### src/rtl/sd_pkg.sv
package sd_pkg;

  // **************************************************************************
  // Block geometry and serial timing
  // **************************************************************************
  localparam int block_bytes = 512;
  localparam int block_bits = block_bytes * 8;
  localparam int addr_bits = 32;
  localparam int init_clk_div = 50;  // System clocks per half sck period while initializing
  localparam int fast_clk_div = 2;
  localparam int init_idle_bytes = 10;  // 80 clocks with cs high
  localparam int r1_wait_limit = 8;  // Polls for R1 before the command is sent again

  // **************************************************************************
  // Commands, tokens and responses
  // **************************************************************************
  localparam logic [5:0] cmd_go_idle = 6'd0;
  localparam logic [5:0] cmd_send_if_cond = 6'd8;
  localparam logic [5:0] cmd_crc_on_off = 6'd59;
  localparam logic [5:0] cmd_app_cmd = 6'd55;
  localparam logic [5:0] acmd_sd_send_op_cond = 6'd41;
  localparam logic [5:0] cmd_read_single = 6'd17;
  localparam logic [5:0] cmd_write_single = 6'd24;
  localparam logic [31:0] if_cond_arg = 32'h0000_01AA;  // Voltage range plus echo pattern
  localparam logic [31:0] acmd41_hcs_arg = 32'h4000_0000;  // Host supports high capacity
  localparam logic [7:0] token_start_block = 8'hFE;
  localparam logic [7:0] data_resp_accepted = 8'h05;

  // CRC7 guards command frames, CRC16 guards data blocks
  localparam int crc7_width = 7;
  localparam logic [crc7_width-1:0] crc7_poly = 7'h09;
  localparam int crc16_width = 16;
  localparam logic [crc16_width-1:0] crc16_poly = 16'h1021;

  typedef enum logic [4:0] {
    st_power_up,
    st_cmd0,
    st_cmd8,
    st_cmd59,
    st_cmd55,
    st_acmd41,
    st_idle,
    st_read_cmd,
    st_read_token,
    st_read_data,
    st_read_crc,
    st_write_cmd,
    st_write_data,
    st_write_resp,
    st_write_busy,
    st_ack
  } sd_state_e;

endpackage

### src/rtl/sd_crc.sv
`timescale 1ns/1ps

module sd_crc
  import sd_pkg::*;
#(
  parameter int width = crc16_width,
  parameter logic [width-1:0] poly = crc16_poly
) (
  input  logic             clock,
  input  logic             rst,
  input  logic             crc_clear,
  input  logic             crc_en,
  input  logic [7:0]       crc_byte,
  output logic [width-1:0] crc_value
);

  // Eight serial LFSR steps unrolled, data enters MSB first
  function automatic logic [width-1:0] fold(input logic [width-1:0] crc,
                                            input logic [7:0] data);
    logic [width-1:0] c;
    logic fb;
    c = crc;
    for (int i = 7; i >= 0; i--) begin
      fb = c[width-1] ^ data[i];
      c = {c[width-2:0], 1'b0};
      if (fb) begin
        c = c ^ poly;
      end
    end
    return c;
  endfunction

  always_ff @(posedge clock) begin
    if (rst || crc_clear) begin
      crc_value <= '0;
    end else if (crc_en) begin
      crc_value <= fold(crc_value, crc_byte);
    end
  end

endmodule

### config.mk
export PLATFORM = sky130hd
export DESIGN_NAME = sd_crc
export DESIGN_NICKNAME = d
export VERILOG_FILES = /design/src/rtl/sd_pkg.sv /design/src/rtl/sd_crc.sv
export SDC_FILE = /design/constraint.sdc
export NUM_CORES = 1
export LEC_CHECK = 0
export BUFFER_PORTS_ARGS = -buffer_cell sky130_fd_sc_hd__buf_2
export CAP_MARGIN = 10
export CORE_MARGIN = 2
export CORE_UTILIZATION = 50
export CTS_BUF_LIST = sky130_fd_sc_hd__clkbuf_16
export DETAILED_ROUTE_END_ITERATION = 16
export PLACE_DENSITY_LB_ADDON = 0.1
export SETUP_SLACK_MARGIN = 0.05
export SYNTH_ARGS = -nofsm -noshare
export SYNTH_HDL_FRONTEND = slang
export SYNTH_SLANG_ARGS = --single-unit
### constraint.sdc
create_clock -name clock -period 2.63 [get_ports clock]
set_clock_uncertainty 0.2 [all_clocks]
set_input_delay 0.263 -clock clock [delete_from_list [all_inputs] [get_ports clock]]
set_output_delay 0.263 -clock clock [all_outputs]
set_load 0.02 [all_outputs]
* Word level (Yosys, flattened, before mapping) *
Cells that the tools add are included.

word-level totals
  register bits = 16
  output and inout port bits = 16
  word-level logic and storage cells = 40

operators by class
  multiplexer cells = 22
  bitwise logic cells = 16
  reductions and logical operators = 1

operators with widths
  cell                number
  16-bit two-way mux  14
  13-bit two-way mux  8
  3-bit NOT           8
  1-bit XOR           8
  1-bit logical OR    1

* Logic depth before layout (Yosys ltp) *
  word-level depth = 30
  gate-level depth with buffers = 4
  depth with buffers taken out = 3

* Least setup slack after synthesis *
OpenSTA, ideal clock, no wires.

  path kind = flip-flop to flip-flop
  start = register crc_value[15]
  end = register crc_value[7]
  arrival = 1296 ps
  path slack = 1064 ps
  stages on the path, launching flop included = 4
  clock period less this slack = 1566 ps
  cells stage by stage = dfxtp_1 -> xnor2_2 -> xor3_1 -> a21oi_1

on the way
  longest elaborated chain between the ends = 24

RTL lines
  what                        RTL line      RTL
  from (decl)                 sd_crc.sv:14  output logic [width-1:0] crc_value
  from (signal assigned)      sd_crc.sv:37  crc_value <= fold(crc_value, crc_byte);
  1-bit XOR *                 sd_crc.sv:24  fb = c[width-1] ^ data[i];
  13-bit two-way mux *        sd_crc.sv:26  if (fb) begin
  16-bit two-way mux *        sd_crc.sv:36  end else if (crc_en) begin
  16-bit two-way mux *        sd_crc.sv:34  if (rst || crc_clear) begin
  13-bit two-way mux *        sd_crc.sv:26
  16-bit two-way mux *        sd_crc.sv:36
  16-bit two-way mux *        sd_crc.sv:34
  13-bit two-way mux *        sd_crc.sv:26
  [... 8 more ...]            -
  3-bit NOT (no source line)  -
  13-bit two-way mux *        sd_crc.sv:26
  16-bit two-way mux *        sd_crc.sv:36
  16-bit two-way mux *        sd_crc.sv:34
  13-bit two-way mux *        sd_crc.sv:26
  16-bit two-way mux *        sd_crc.sv:36
  16-bit two-way mux *        sd_crc.sv:34
  13-bit two-way mux *        sd_crc.sv:26

Mark *: on every way between the ends. The rest lies on a longest branch, timed or not. The select of a mux whose other input is x is not followed.
A chain may end at the register's enable or synchronous reset.

* Worst setup path after layout *
Ends and elaborated chain as after synthesis.

==> flow_summary.toml <==
[cells_and_area]
drive_gt1_share_pct = 34.9
layout.nets = 119
largestRegisters = "crc_value (16)"
seq_area_um2 = 320
area_delta_synth_final_pct = 23.7
regMostFlops = "crc_value"
antennaDiodeCount = 0
largest_reg_flops = 16
multiInputGateArea_um2 = 629
n_fill_cell = 159
stdcell_area_um2 = 1190

[synth]
synth-xor-area-share_pct = 44.0
synth_cell_type_count = 18
netlist_area_um2 = 966
yosys.area_share.simple_pct = 8.42
synth_area_per_cell_um2 = 12.2
synthCells = 79
ys_seq_area_share_pct = 33.2
synth.mux.area_fraction_pct = 3.11
synth_nets = 91
synthFlopType = "dfxtp_1"
synth_fa_ha_area_share_pct = 0
yosys-top-cells-count = "16 x dfxtp_1, 9 x nor2_1, 7 x xnor2_1, 6 x xor3_1"
yosys_warnings = 0
synth_top_area_share_pct = 33.2
synth_top_cell_by_area = "dfxtp_1"
synth_edf_count = 0
ys_async_sr_fraction_pct = 0
synth_seq_cells = 16
synth_compound_area_share_pct = 9.59
post-synth-top-count-cell = "dfxtp_1"
synthTopCellsByArea = "dfxtp_1 33%, xor3_1 15%, xnor3_1 12%"
synth_top_family_by_area = "XOR/XNOR gates"

[global_route]
grt_pass1_wl_um = 2850
grt_pass1_vias = 644
grt.overflow.total = 0
grt_max_degree = 26
antenna_found_initial = 0
grt_usage_pct = 18.6

[placed_design]
gp_congestion = 0.688
numPortBuffers = 27
place_hpwl_um = 1230
pre_cts_ws_ns = 1.08
dpl-instance-area_um2 = 1120

[run_status]
outcome = "completed"

[detailed_routing]
drtIter0Drc = 7
vias = 639
routed_via_density = 4.88
dr.pass1.iters = 3
routedWlPerCell_um = 12.9
drc = 0
drtAntennaViolNets = 0
wirelength_um = 1690

[clocking]
cts_setup_buffers = 0
cts_buffers = 3
clk_path_buf_depth = 2
cts_hold_buffers = 0
clkTransAtPathRegs_ns = 0.05
clk_latency_ns = 0.25
cts-root-buf = "clkbuf_16"
cts_tree = "yes"
cts_resized = 0
htree_num_levels = 1
cts_sinks = 16

[floorplanning]
die_h_um = 48.0
initial_core_util_pct = 54.8
row_count = 15
die-area_um2 = 2300
num_io_pins = 28
chipWidth_um = 48.0
core-area_um2 = 1760

[setup_path]
cp-start-kind = "flop"
ff2ff_path_depth = 3
critPathCaptureType = "flop"
path_max_fanout = 4
path_class = "flop to flop"
cp.required_ns = 2.61
cp.arrival_ns = 1.54

[timing]
fmax_ghz = 0.643
worst_pin_slew_ns = 0.505
relSlewSlack_pct = 66.2
layout_setup_ws_ns = 1.07
rsz0062_at_grt = "false"
whs_ns = 0.199
fin_crit_ns = 1.56
period_share_pct = 59.2
tns_ns = 0
maxSlewViolCount = 0
setup_viol = 0
hold_violations = 0

[worst_hold_path]
hp-class = "input port to flop"
hold_depth = 4

[power]
p_leak_nw = 0.579
p_total_mw = 0.778
power_density_nw_per_um2 = 651
vdd_drop_max_uv = 476

[job]
max-cap-violations = 0
==> area by class of cell <==
cell class,instances,share of cell area [%]
Multi-Input combinational cell,59,52.7
Sequential cell,16,26.8
Timing Repair Buffer,27,11.3
Clock buffer,3,6.28
Tap cell,25,2.62
Clock inverter,1,0.314
==> power breakdown <==
group | switching [mW] | internal [mW] | leakage (nW)
registers | 0.0157 | 0.258 | 0.131
logic | 0.0823 | 0.124 | 0.410
clock network | 0.0967 | 0.202 | 0.0385
==> worst paths after layout <==
kind,from,end,slack [ns]
worst max-delay path,crc_value[15]$_SDFFE_PP0P_,crc_value[7]$_SDFFE_PP0P_,1.07
worst min-delay path,rst,crc_value[7]$_SDFFE_PP0P_,0.20
worst max register to register,crc_value[15]$_SDFFE_PP0P_,crc_value[7]$_SDFFE_PP0P_,1.07
worst min register to register,crc_value[4]$_SDFFE_PP0P_,crc_value[4]$_SDFFE_PP0P_,0.29
==> critical path, cell delays in order, from the launching register on <==
cell and delay [ns]:
dfxtp_1 0.36, xnor2_2 0.32, xor3_1 0.47, a21oi_1 0.14
==> placed cells by master, fill, tap and decap left out <==
cell	synthesis	final
buf_2	1	27
dfxtp_1	16	16
nor2_1	9	9
xnor2_1	7	7
xor3_1	6	6
xnor2_2	5	5
xnor3_1	5	5
nand3b_1	5	5
a211oi_1	5	5
o21ai_1	4	4
o21ai_0	4	4
mux2i_1	3	3
a21oi_1	3	3
clkbuf_16	0	3
xor3_4	1	1
nand2_1	1	1
or2_2	1	1
clkinv_1	0	1
==> cells by family (layout without fill, tap and decap cells) <==
logic type,count (synthesis),count (layout)
XOR/XNOR,24,24
AO/OA/AOI/OAI,16,16
flip-flops,16,16
AND/OR/NAND/NOR,16,16
buffers and inverters,4,31
multiplexers,3,3
==> metal layers <==
layer	global-route usage (%)	wire [µm]	share of wire (%)	vias to the layer above
li1	-	-	-	338
met1	21.7	790	47	286
met2	30.7	813	48	13
met3	6.79	71	4.2	2
met4	8.11	17	1.0	0
met5	0	0	0	-
==> per-stage QoR <==
step | std cells | util [%]
after global placement | 127 | 63.3
after CTS | 131 | 67.7
final | 131 | 67.7
after detailed placement | 127 | 63.3
after floorplan | 79 | -
after global routing | 131 | 67.7
Power figures use the tool's default switching activity.
