$ cat src/rtl/sd_pkg.sv
package sd_pkg;

  // **************************************************************************
  // Block geometry and serial timing
  // **************************************************************************
  localparam int block_bytes = 512;
  localparam int block_bits = block_bytes * 8;
  localparam int addr_bits = 32;
  localparam int init_clk_div = 50;  // System clocks per half sck period while initializing
  localparam int fast_clk_div = 2;
  localparam int init_idle_bytes = 10;  // 80 clocks with cs high
  localparam int r1_wait_limit = 8;  // Polls for R1 before the command is sent again

  // **************************************************************************
  // Commands, tokens and responses
  // **************************************************************************
  localparam logic [5:0] cmd_go_idle = 6'd0;
  localparam logic [5:0] cmd_send_if_cond = 6'd8;
  localparam logic [5:0] cmd_crc_on_off = 6'd59;
  localparam logic [5:0] cmd_app_cmd = 6'd55;
  localparam logic [5:0] acmd_sd_send_op_cond = 6'd41;
  localparam logic [5:0] cmd_read_single = 6'd17;
  localparam logic [5:0] cmd_write_single = 6'd24;
  localparam logic [31:0] if_cond_arg = 32'h0000_01AA;  // Voltage range plus echo pattern
  localparam logic [31:0] acmd41_hcs_arg = 32'h4000_0000;  // Host supports high capacity
  localparam logic [7:0] token_start_block = 8'hFE;
  localparam logic [7:0] data_resp_accepted = 8'h05;

  // CRC7 guards command frames, CRC16 guards data blocks
  localparam int crc7_width = 7;
  localparam logic [crc7_width-1:0] crc7_poly = 7'h09;
  localparam int crc16_width = 16;
  localparam logic [crc16_width-1:0] crc16_poly = 16'h1021;

  typedef enum logic [4:0] {
    st_power_up,
    st_cmd0,
    st_cmd8,
    st_cmd59,
    st_cmd55,
    st_acmd41,
    st_idle,
    st_read_cmd,
    st_read_token,
    st_read_data,
    st_read_crc,
    st_write_cmd,
    st_write_data,
    st_write_resp,
    st_write_busy,
    st_ack
  } sd_state_e;

endpackage

$ cat src/rtl/sd_spi_byte.sv
`timescale 1ns/1ps

module sd_spi_byte
  import sd_pkg::*;
(
  input  logic       clock,
  input  logic       rst,
  input  logic       fast,
  input  logic       byte_start,
  input  logic [7:0] tx_byte,
  output logic       byte_done,
  output logic [7:0] rx_byte,
  output logic       sck,
  output logic       mosi,
  input  logic       miso
);

  logic       busy;
  logic [6:0] div_cnt;
  logic [6:0] half_period;
  logic [3:0] edge_cnt;  // Sixteen sck edges per byte
  logic [7:0] tx_sh;

  assign half_period = fast ? 7'(fast_clk_div) : 7'(init_clk_div);

  // **************************************************************************
  // Mode 0 shifter: sample on the rising edge, launch on the falling edge
  // **************************************************************************
  always_ff @(posedge clock) begin
    byte_done <= 1'b0;
    if (rst) begin
      busy     <= 1'b0;
      sck      <= 1'b0;
      mosi     <= 1'b1;
      div_cnt  <= '0;
      edge_cnt <= '0;
    end else if (!busy) begin
      if (byte_start) begin
        busy     <= 1'b1;
        mosi     <= tx_byte[7];  // First bit set up before the first rising edge
        tx_sh    <= {tx_byte[6:0], 1'b1};
        div_cnt  <= '0;
        edge_cnt <= '0;
      end
    end else if (div_cnt == half_period - 7'd1) begin
      div_cnt  <= '0;
      sck      <= ~sck;
      edge_cnt <= edge_cnt + 4'd1;
      if (!sck) begin
        rx_byte <= {rx_byte[6:0], miso};
      end else begin
        mosi  <= tx_sh[7];  // Ones fill in behind, so mosi idles high
        tx_sh <= {tx_sh[6:0], 1'b1};
        if (edge_cnt == 4'd15) begin
          busy      <= 1'b0;
          byte_done <= 1'b1;
        end
      end
    end else begin
      div_cnt <= div_cnt + 7'd1;
    end
  end

  // The controller must wait for byte_done before it starts the next byte
  a_no_start_while_busy : assert property (
    @(posedge clock) disable iff (rst) byte_start |-> !busy
  );

endmodule

$ cat config.mk
export PLATFORM = sky130hd
export DESIGN_NAME = sd_spi_byte
export DESIGN_NICKNAME = d
export VERILOG_FILES = /design/src/rtl/sd_pkg.sv /design/src/rtl/sd_spi_byte.sv
export SDC_FILE = /design/constraint.sdc
export NUM_CORES = 1
export LEC_CHECK = 0
export ABC_AREA = 1
export BUFFER_PORTS_ARGS = -buffer_cell sky130_fd_sc_hd__clkbuf_2
export CAP_MARGIN = 15
export CORE_MARGIN = 10
export CORE_UTILIZATION = 48
export CTS_CLUSTER_SIZE = 30
export DETAILED_ROUTE_END_ITERATION = 12
export PLACE_DENSITY_LB_ADDON = 0.3
export SLEW_MARGIN = 20
export SYNTH_ARGS = -nofsm -noshare
export SYNTH_HDL_FRONTEND = slang
export SYNTH_SLANG_ARGS = --single-unit
$ cat constraint.sdc
create_clock -name clock -period 5.4 [get_ports clock]
set_input_delay 0.81 -clock clock [delete_from_list [all_inputs] [get_ports clock]]
set_output_delay 0.81 -clock clock [all_outputs]
set_load 0.01 [all_outputs]
Word level (Yosys, flattened, before mapping)
Cells that the tools add are included.

Output and inout bits: 11. Input bits: 13. Logic and storage cells: 47. Flip-flop bits (word level): 31.

Muxes and demuxes: 21. Equality and inequality tests: 4. Add/subtract/negate cells: 3. Bitwise gates (word level): 4. Reductions and logical operators: 7.

Operator list (number): $mux W8 (4); $mux W7 (3); $mux W4 (3); $mux W1 (10); $reduce_and A4 Y1 (2); $add A7 B1 Y7 const B (1); $eq A7 B7 Y1 (1); $sub A6 B1 Y7 const B (1); $mux W6 (1); $add A4 B1 Y4 const B (1); $eq A4 B4 Y1 const B (1); $not A1 Y1 (4); $reduce_and A2 Y1 (2); $reduce_or A4 Y1 (1); $reduce_and A3 Y1 (1); $ne A2 B1 Y1 const B (1); $ne A2 B2 Y1 const B (1); $reduce_bool A2 Y1 (1).

Longest topological paths before layout
Word-level depth: 5. Gate-level depth with buffers: 9.

Least setup slack after synthesis
No wires, ideal clock.

Kind: input to register. Start: in fast. End: reg tx_sh[1] (enable). Data required time: 5040 ps. Setup slack: 3446 ps. Data arrival time: 1594 ps. Stages on the path: 7. Cell sequence: inv_1 -> nand3_2 -> nand2_2 -> nand3_4 -> nand2_2 -> nand2_1 -> nor2_1.

Longest elaborated chain between the ends: 5.

Ends and longest elaborated chain: start, declared (line sd_spi_byte.sv:8) `input logic fast,`; $mux W6 (line sd_spi_byte.sv:24) `assign half_period = fast ? 7'(fast_clk_div) : 7'(init_clk_div);`; $sub A6 B1 Y7 (line sd_spi_byte.sv:45) `end else if (div_cnt == half_period - 7'd1) begin`; $eq A7 B7 Y1 (line sd_spi_byte.sv:45); $ne A2 B1 Y1 (no line); $reduce_and A4 Y1 (no line); end signal, assigned (line sd_spi_byte.sv:41) `tx_sh <= {tx_byte[6:0], 1'b1};`; end signal, assigned (line sd_spi_byte.sv:53) `tx_sh <= {tx_sh[6:0], 1'b1};`; end, declared (line sd_spi_byte.sv:22) `logic [7:0] tx_sh;`.

No other way between the ends. A chain may end at the register's enable or synchronous reset.

Worst setup path after layout
Start: reg div_cnt[0]. End: reg tx_sh[1] (enable).

Longest elaborated chain between the ends: 3.

Ends and longest elaborated chain: start, declared (line sd_spi_byte.sv:19) `logic [6:0] div_cnt;`; start signal, assigned (line sd_spi_byte.sv:60) `div_cnt <= div_cnt + 7'd1;`; $eq A7 B7 Y1 (line sd_spi_byte.sv:45); $ne A2 B1 Y1 (no line); $reduce_and A4 Y1 (no line).

No other way between the ends.

==> summary.txt <==
Place
  • Input/output buffers: 23
  • Hpwl dp: 2033 µm
  • Post-Place Cells: 200
  • Routability cong.: 0.7799
  • Placed inst area: 1495 µm²

Floorplan
  • Die area: 5341 µm²
  • Die width: 73.09 µm
  • Rows: 19
  • Die Ht: 73.09 µm
  • Initial Util: 49.47%
  • Core box area: ~2700 µm²
  • Ports: 24

Setup path
  • R2R cell count: 7
  • Crit end category: flip-flop
  • R2R setup slack: about 3.5 ns
  • CP max-delay cell: dfxtp_1
  • RR Endpoint: tx_sh[1]$_SDFFCE_PP1P_
  • CP most frequent cell: nand2_1
  • CP required: 5.38 ns
  • Critical Path Fanout Max: 7
  • WP data arrival: 1.87 ns
  • Crit-path cells: ha_1 > nand2_1 > nor2_2 > nand3_4 > nand2_2 > nand2_1 > nor2_1
  • Crit path largest cell delay: around 0.41 ns
  • Reg2Reg Launch Point: div_cnt[0]$_SDFFE_PP0N_
  • Type of origin of the critical path: flip-flop
  • WS Path Type: flip-flop to flip-flop

Route
  • Drt drc: 0
  • Via count: 1028
  • Detail Route Antenna Nets: 0
  • Iter 0 DRT Violations: 42
  • DR WL/cell: between 10 and 15 µm
  • Final WL: 2606 µm
  • Vias/cell: 4.942
  • Drt pass-1 iters: 4

Logic synthesis
  • Syn avg cell area: around 9 µm²
  • Asr flop ratio synth: 0%
  • Most common cell in the netlist: nand2_1
  • Net Count, Synth: 164
  • Post-synthesis cell type count: 26
  • Number of synthesized flops with an enable pin: 15
  • Mapped Area: 1353 µm²
  • Top cell type's share of synthesized area: between 30 and 40%
  • Seq cells post-synth: 30
  • Synthesis Warnings: 0
  • Biggest area consumer among synthesized cells: edfxtp_1
  • Mapped Cells: 148
  • Seq/Total Area, Yosys: 55.50%
  • Top post-synthesis cells by area: edfxtp_1, dfxtp_1, nand2_1
  • Main synth FF type: edfxtp_1
  • Top post-synthesis cells by count: nand2_1, dfxtp_1, edfxtp_1

Cells and area
  • Layout area overhead: 16.28%
  • Reg area: 750.7 µm²
  • Layout cells sized above 1: 27.68%
  • Area of the multi-input gates: between 500 and 600 µm²
  • Fill cells: 246
  • Final Core Density: 57.53%
  • Antenna diodes: 0
  • Fin cells: 208
  • # nets final: 192
  • Fin area: 1573 µm²

Global routing
  • Largest net degree at the start of global routing: 16
  • Initial antenna violation count: 0
  • Grt ovf: 0
  • Number of global-route vias before repair: 977
  • GRT Overall Usage: 10.36%
  • First-pass GRT wire length: 4284 µm

STA
  • FMAX: 527.0 MHz
  • Worst-Margin Slew: about 0.63 ns
  • Setup-failing EPs final: 0
  • Fin crit period: around 1.9 ns
  • Slew HR: 57.45%
  • Final Hold Fails: 0
  • RSZ-0062 raised after global routing: no
  • Final Max Slew Viols: 0
  • Final cycle utilization of the critical path: 35.14%
  • Setup TNS: 0 ns
  • Worst hold margin: 0.4514 ns
  • Worst Skew: 0.01241 ns

Clock tree
  • Clock-pin slew on the worst setup and hold paths: 0.10 ns
  • CTS resizes: 0
  • Clock tree buffer depth: 2
  • CTS Root Cell: clkbuf_4
  • Post-CTS Hold Fix Bufs: 0
  • Num CTS Buffers: 5
  • TritonCTS clock tree: built
  • Postcts setup bufs: 0
  • Worst-Skew Late Latency: ~0.34 ns
  • Clock sink count: 30
  • CTS H-tree lvls: 2

Pwr
  • Pwr/cell area: 288.9 nW/µm²
  • Switching share of power: 22.52%
  • Reg power frac: 54.9%
  • Leakage: 0.0006540 µW
  • Peak VDD IR: approximately 230 µV
  • Clock Power Share: 37.9%
  • Gate power share: approximately 7.2%
  • P_sw: around 100 µW
  • Internal power: 352.0 µW

Min path
  • Worst min path class: flip-flop to flip-flop
  • Hold path start: rx_byte[2]$_DFFE_PP_
  • Hold path depth: 0
  • Worst Hold Path EP: rx_byte[3]$_DFFE_PP_

Status
  • Status: complete, no violations

Flow run
  • MaxCap Viol Count: 0
[cells in the final DEF (no fill, tap or decap), types with 2 or more instances in the layout]
cell,n
nand3b_1,2
nand2_2,5
nor2_1,11
a21oi_1,4
clkbuf_2,23
clkinv_2,2
nand3_1,11
inv_1,11
edfxtp_1,15
inv_2,2
o21ai_0,3
clkbuf_4,5
ha_1,3
o21a_1,3
a21oi_2,5
dfxtp_1,15
nand2_1,46
[kinds of logic (layout without fill, tap and decap cells)]
logic type	after synthesis	after routing	synth area share (%)
simple gates	81	81	27.38
xor+xnor	1	1	0.6477
compound gates	17	17	8.603
buf+inv	16	45	5.088
fa+ha+maj	3	3	2.776
flops	30	30	55.50
[critical path: cells and delay by family (launching register included)]
family                   cells  cell delay [ns]
flip-flops                   1             0.41
adder cells (fa/ha/maj)      1             0.16
AND/OR/NAND/NOR              6             0.98
[metrics by stage]
step           setup slack [ns]  power, µW
4_1_cts                   3.479      459.5
2_1_floorplan             3.446      275.9
3_5_place_dp              3.173      287.7
3_3_place_gp              3.244      286.1
6_report                  3.502      454.4
5_1_grt                   3.331      474.6
[final cells by class]
| type | instances | area share [%] |
|---|---|---|
| clock inverters | 3 | 2.546 |
| flip-flops and latches | 30 | 47.73 |
| well taps | 31 | 2.466 |
| inverters | 14 | 3.660 |
| clock buffers | 5 | 2.387 |
| multi-input cells | 102 | 33.89 |
| repair buffers | 23 | 7.319 |
[worst max path at each step]
stage | start | end | slack [ns] | depth (start not counted)
floorplan | fast | tx_sh[1]$_SDFFCE_PP1P_ | 3.45 | 7
finish | div_cnt[0]$_SDFFE_PP0N_ | tx_sh[1]$_SDFFCE_PP1P_ | 3.50 | 7
detailed placement | fast | tx_sh[3]$_DFFE_PP_ | 3.17 | 8
CTS | div_cnt[0]$_SDFFE_PP0N_ | tx_sh[1]$_SDFFCE_PP1P_ | 3.48 | 7
global placement | fast | tx_sh[1]$_SDFFCE_PP1P_ | 3.24 | 8
global route | div_cnt[0]$_SDFFE_PP0N_ | tx_sh[2]$_DFFE_PP_ | 3.33 | 7
[flip-flops by register name (all words and copies together), names as in the netlist]
register and count:
mosi 1, byte_done 1, rx_byte 8, sck 1, edge_cnt 4, busy 1, tx_sh 7, div_cnt 7
[power groups by stage]
| stage | combinational, µW | sequential, µW | clock, µW |
|---|---|---|---|
| floorplan | 22.6 | 253 | 0 |
| global placement | 31.8 | 254 | 0 |
| detailed placement | 33.0 | 255 | 0 |
| CTS | 33.2 | 249 | 177 |
| global route | 37.1 | 251 | 187 |
| finish | 32.6 | 249 | 172 |
[layer usage]
layer  routed length, µm  global-route usage [%]  share of wire, %  up-vias
met3                 210                   4.626               8.1       10
met2                1217                   15.66                47       25
li1                    -                       -                 -      538
met5                   0                       0                 0        -
met4                  53                   6.962               2.0        0
met1                1124                   11.39                43      455
Power figures use the tool's default switching activity.
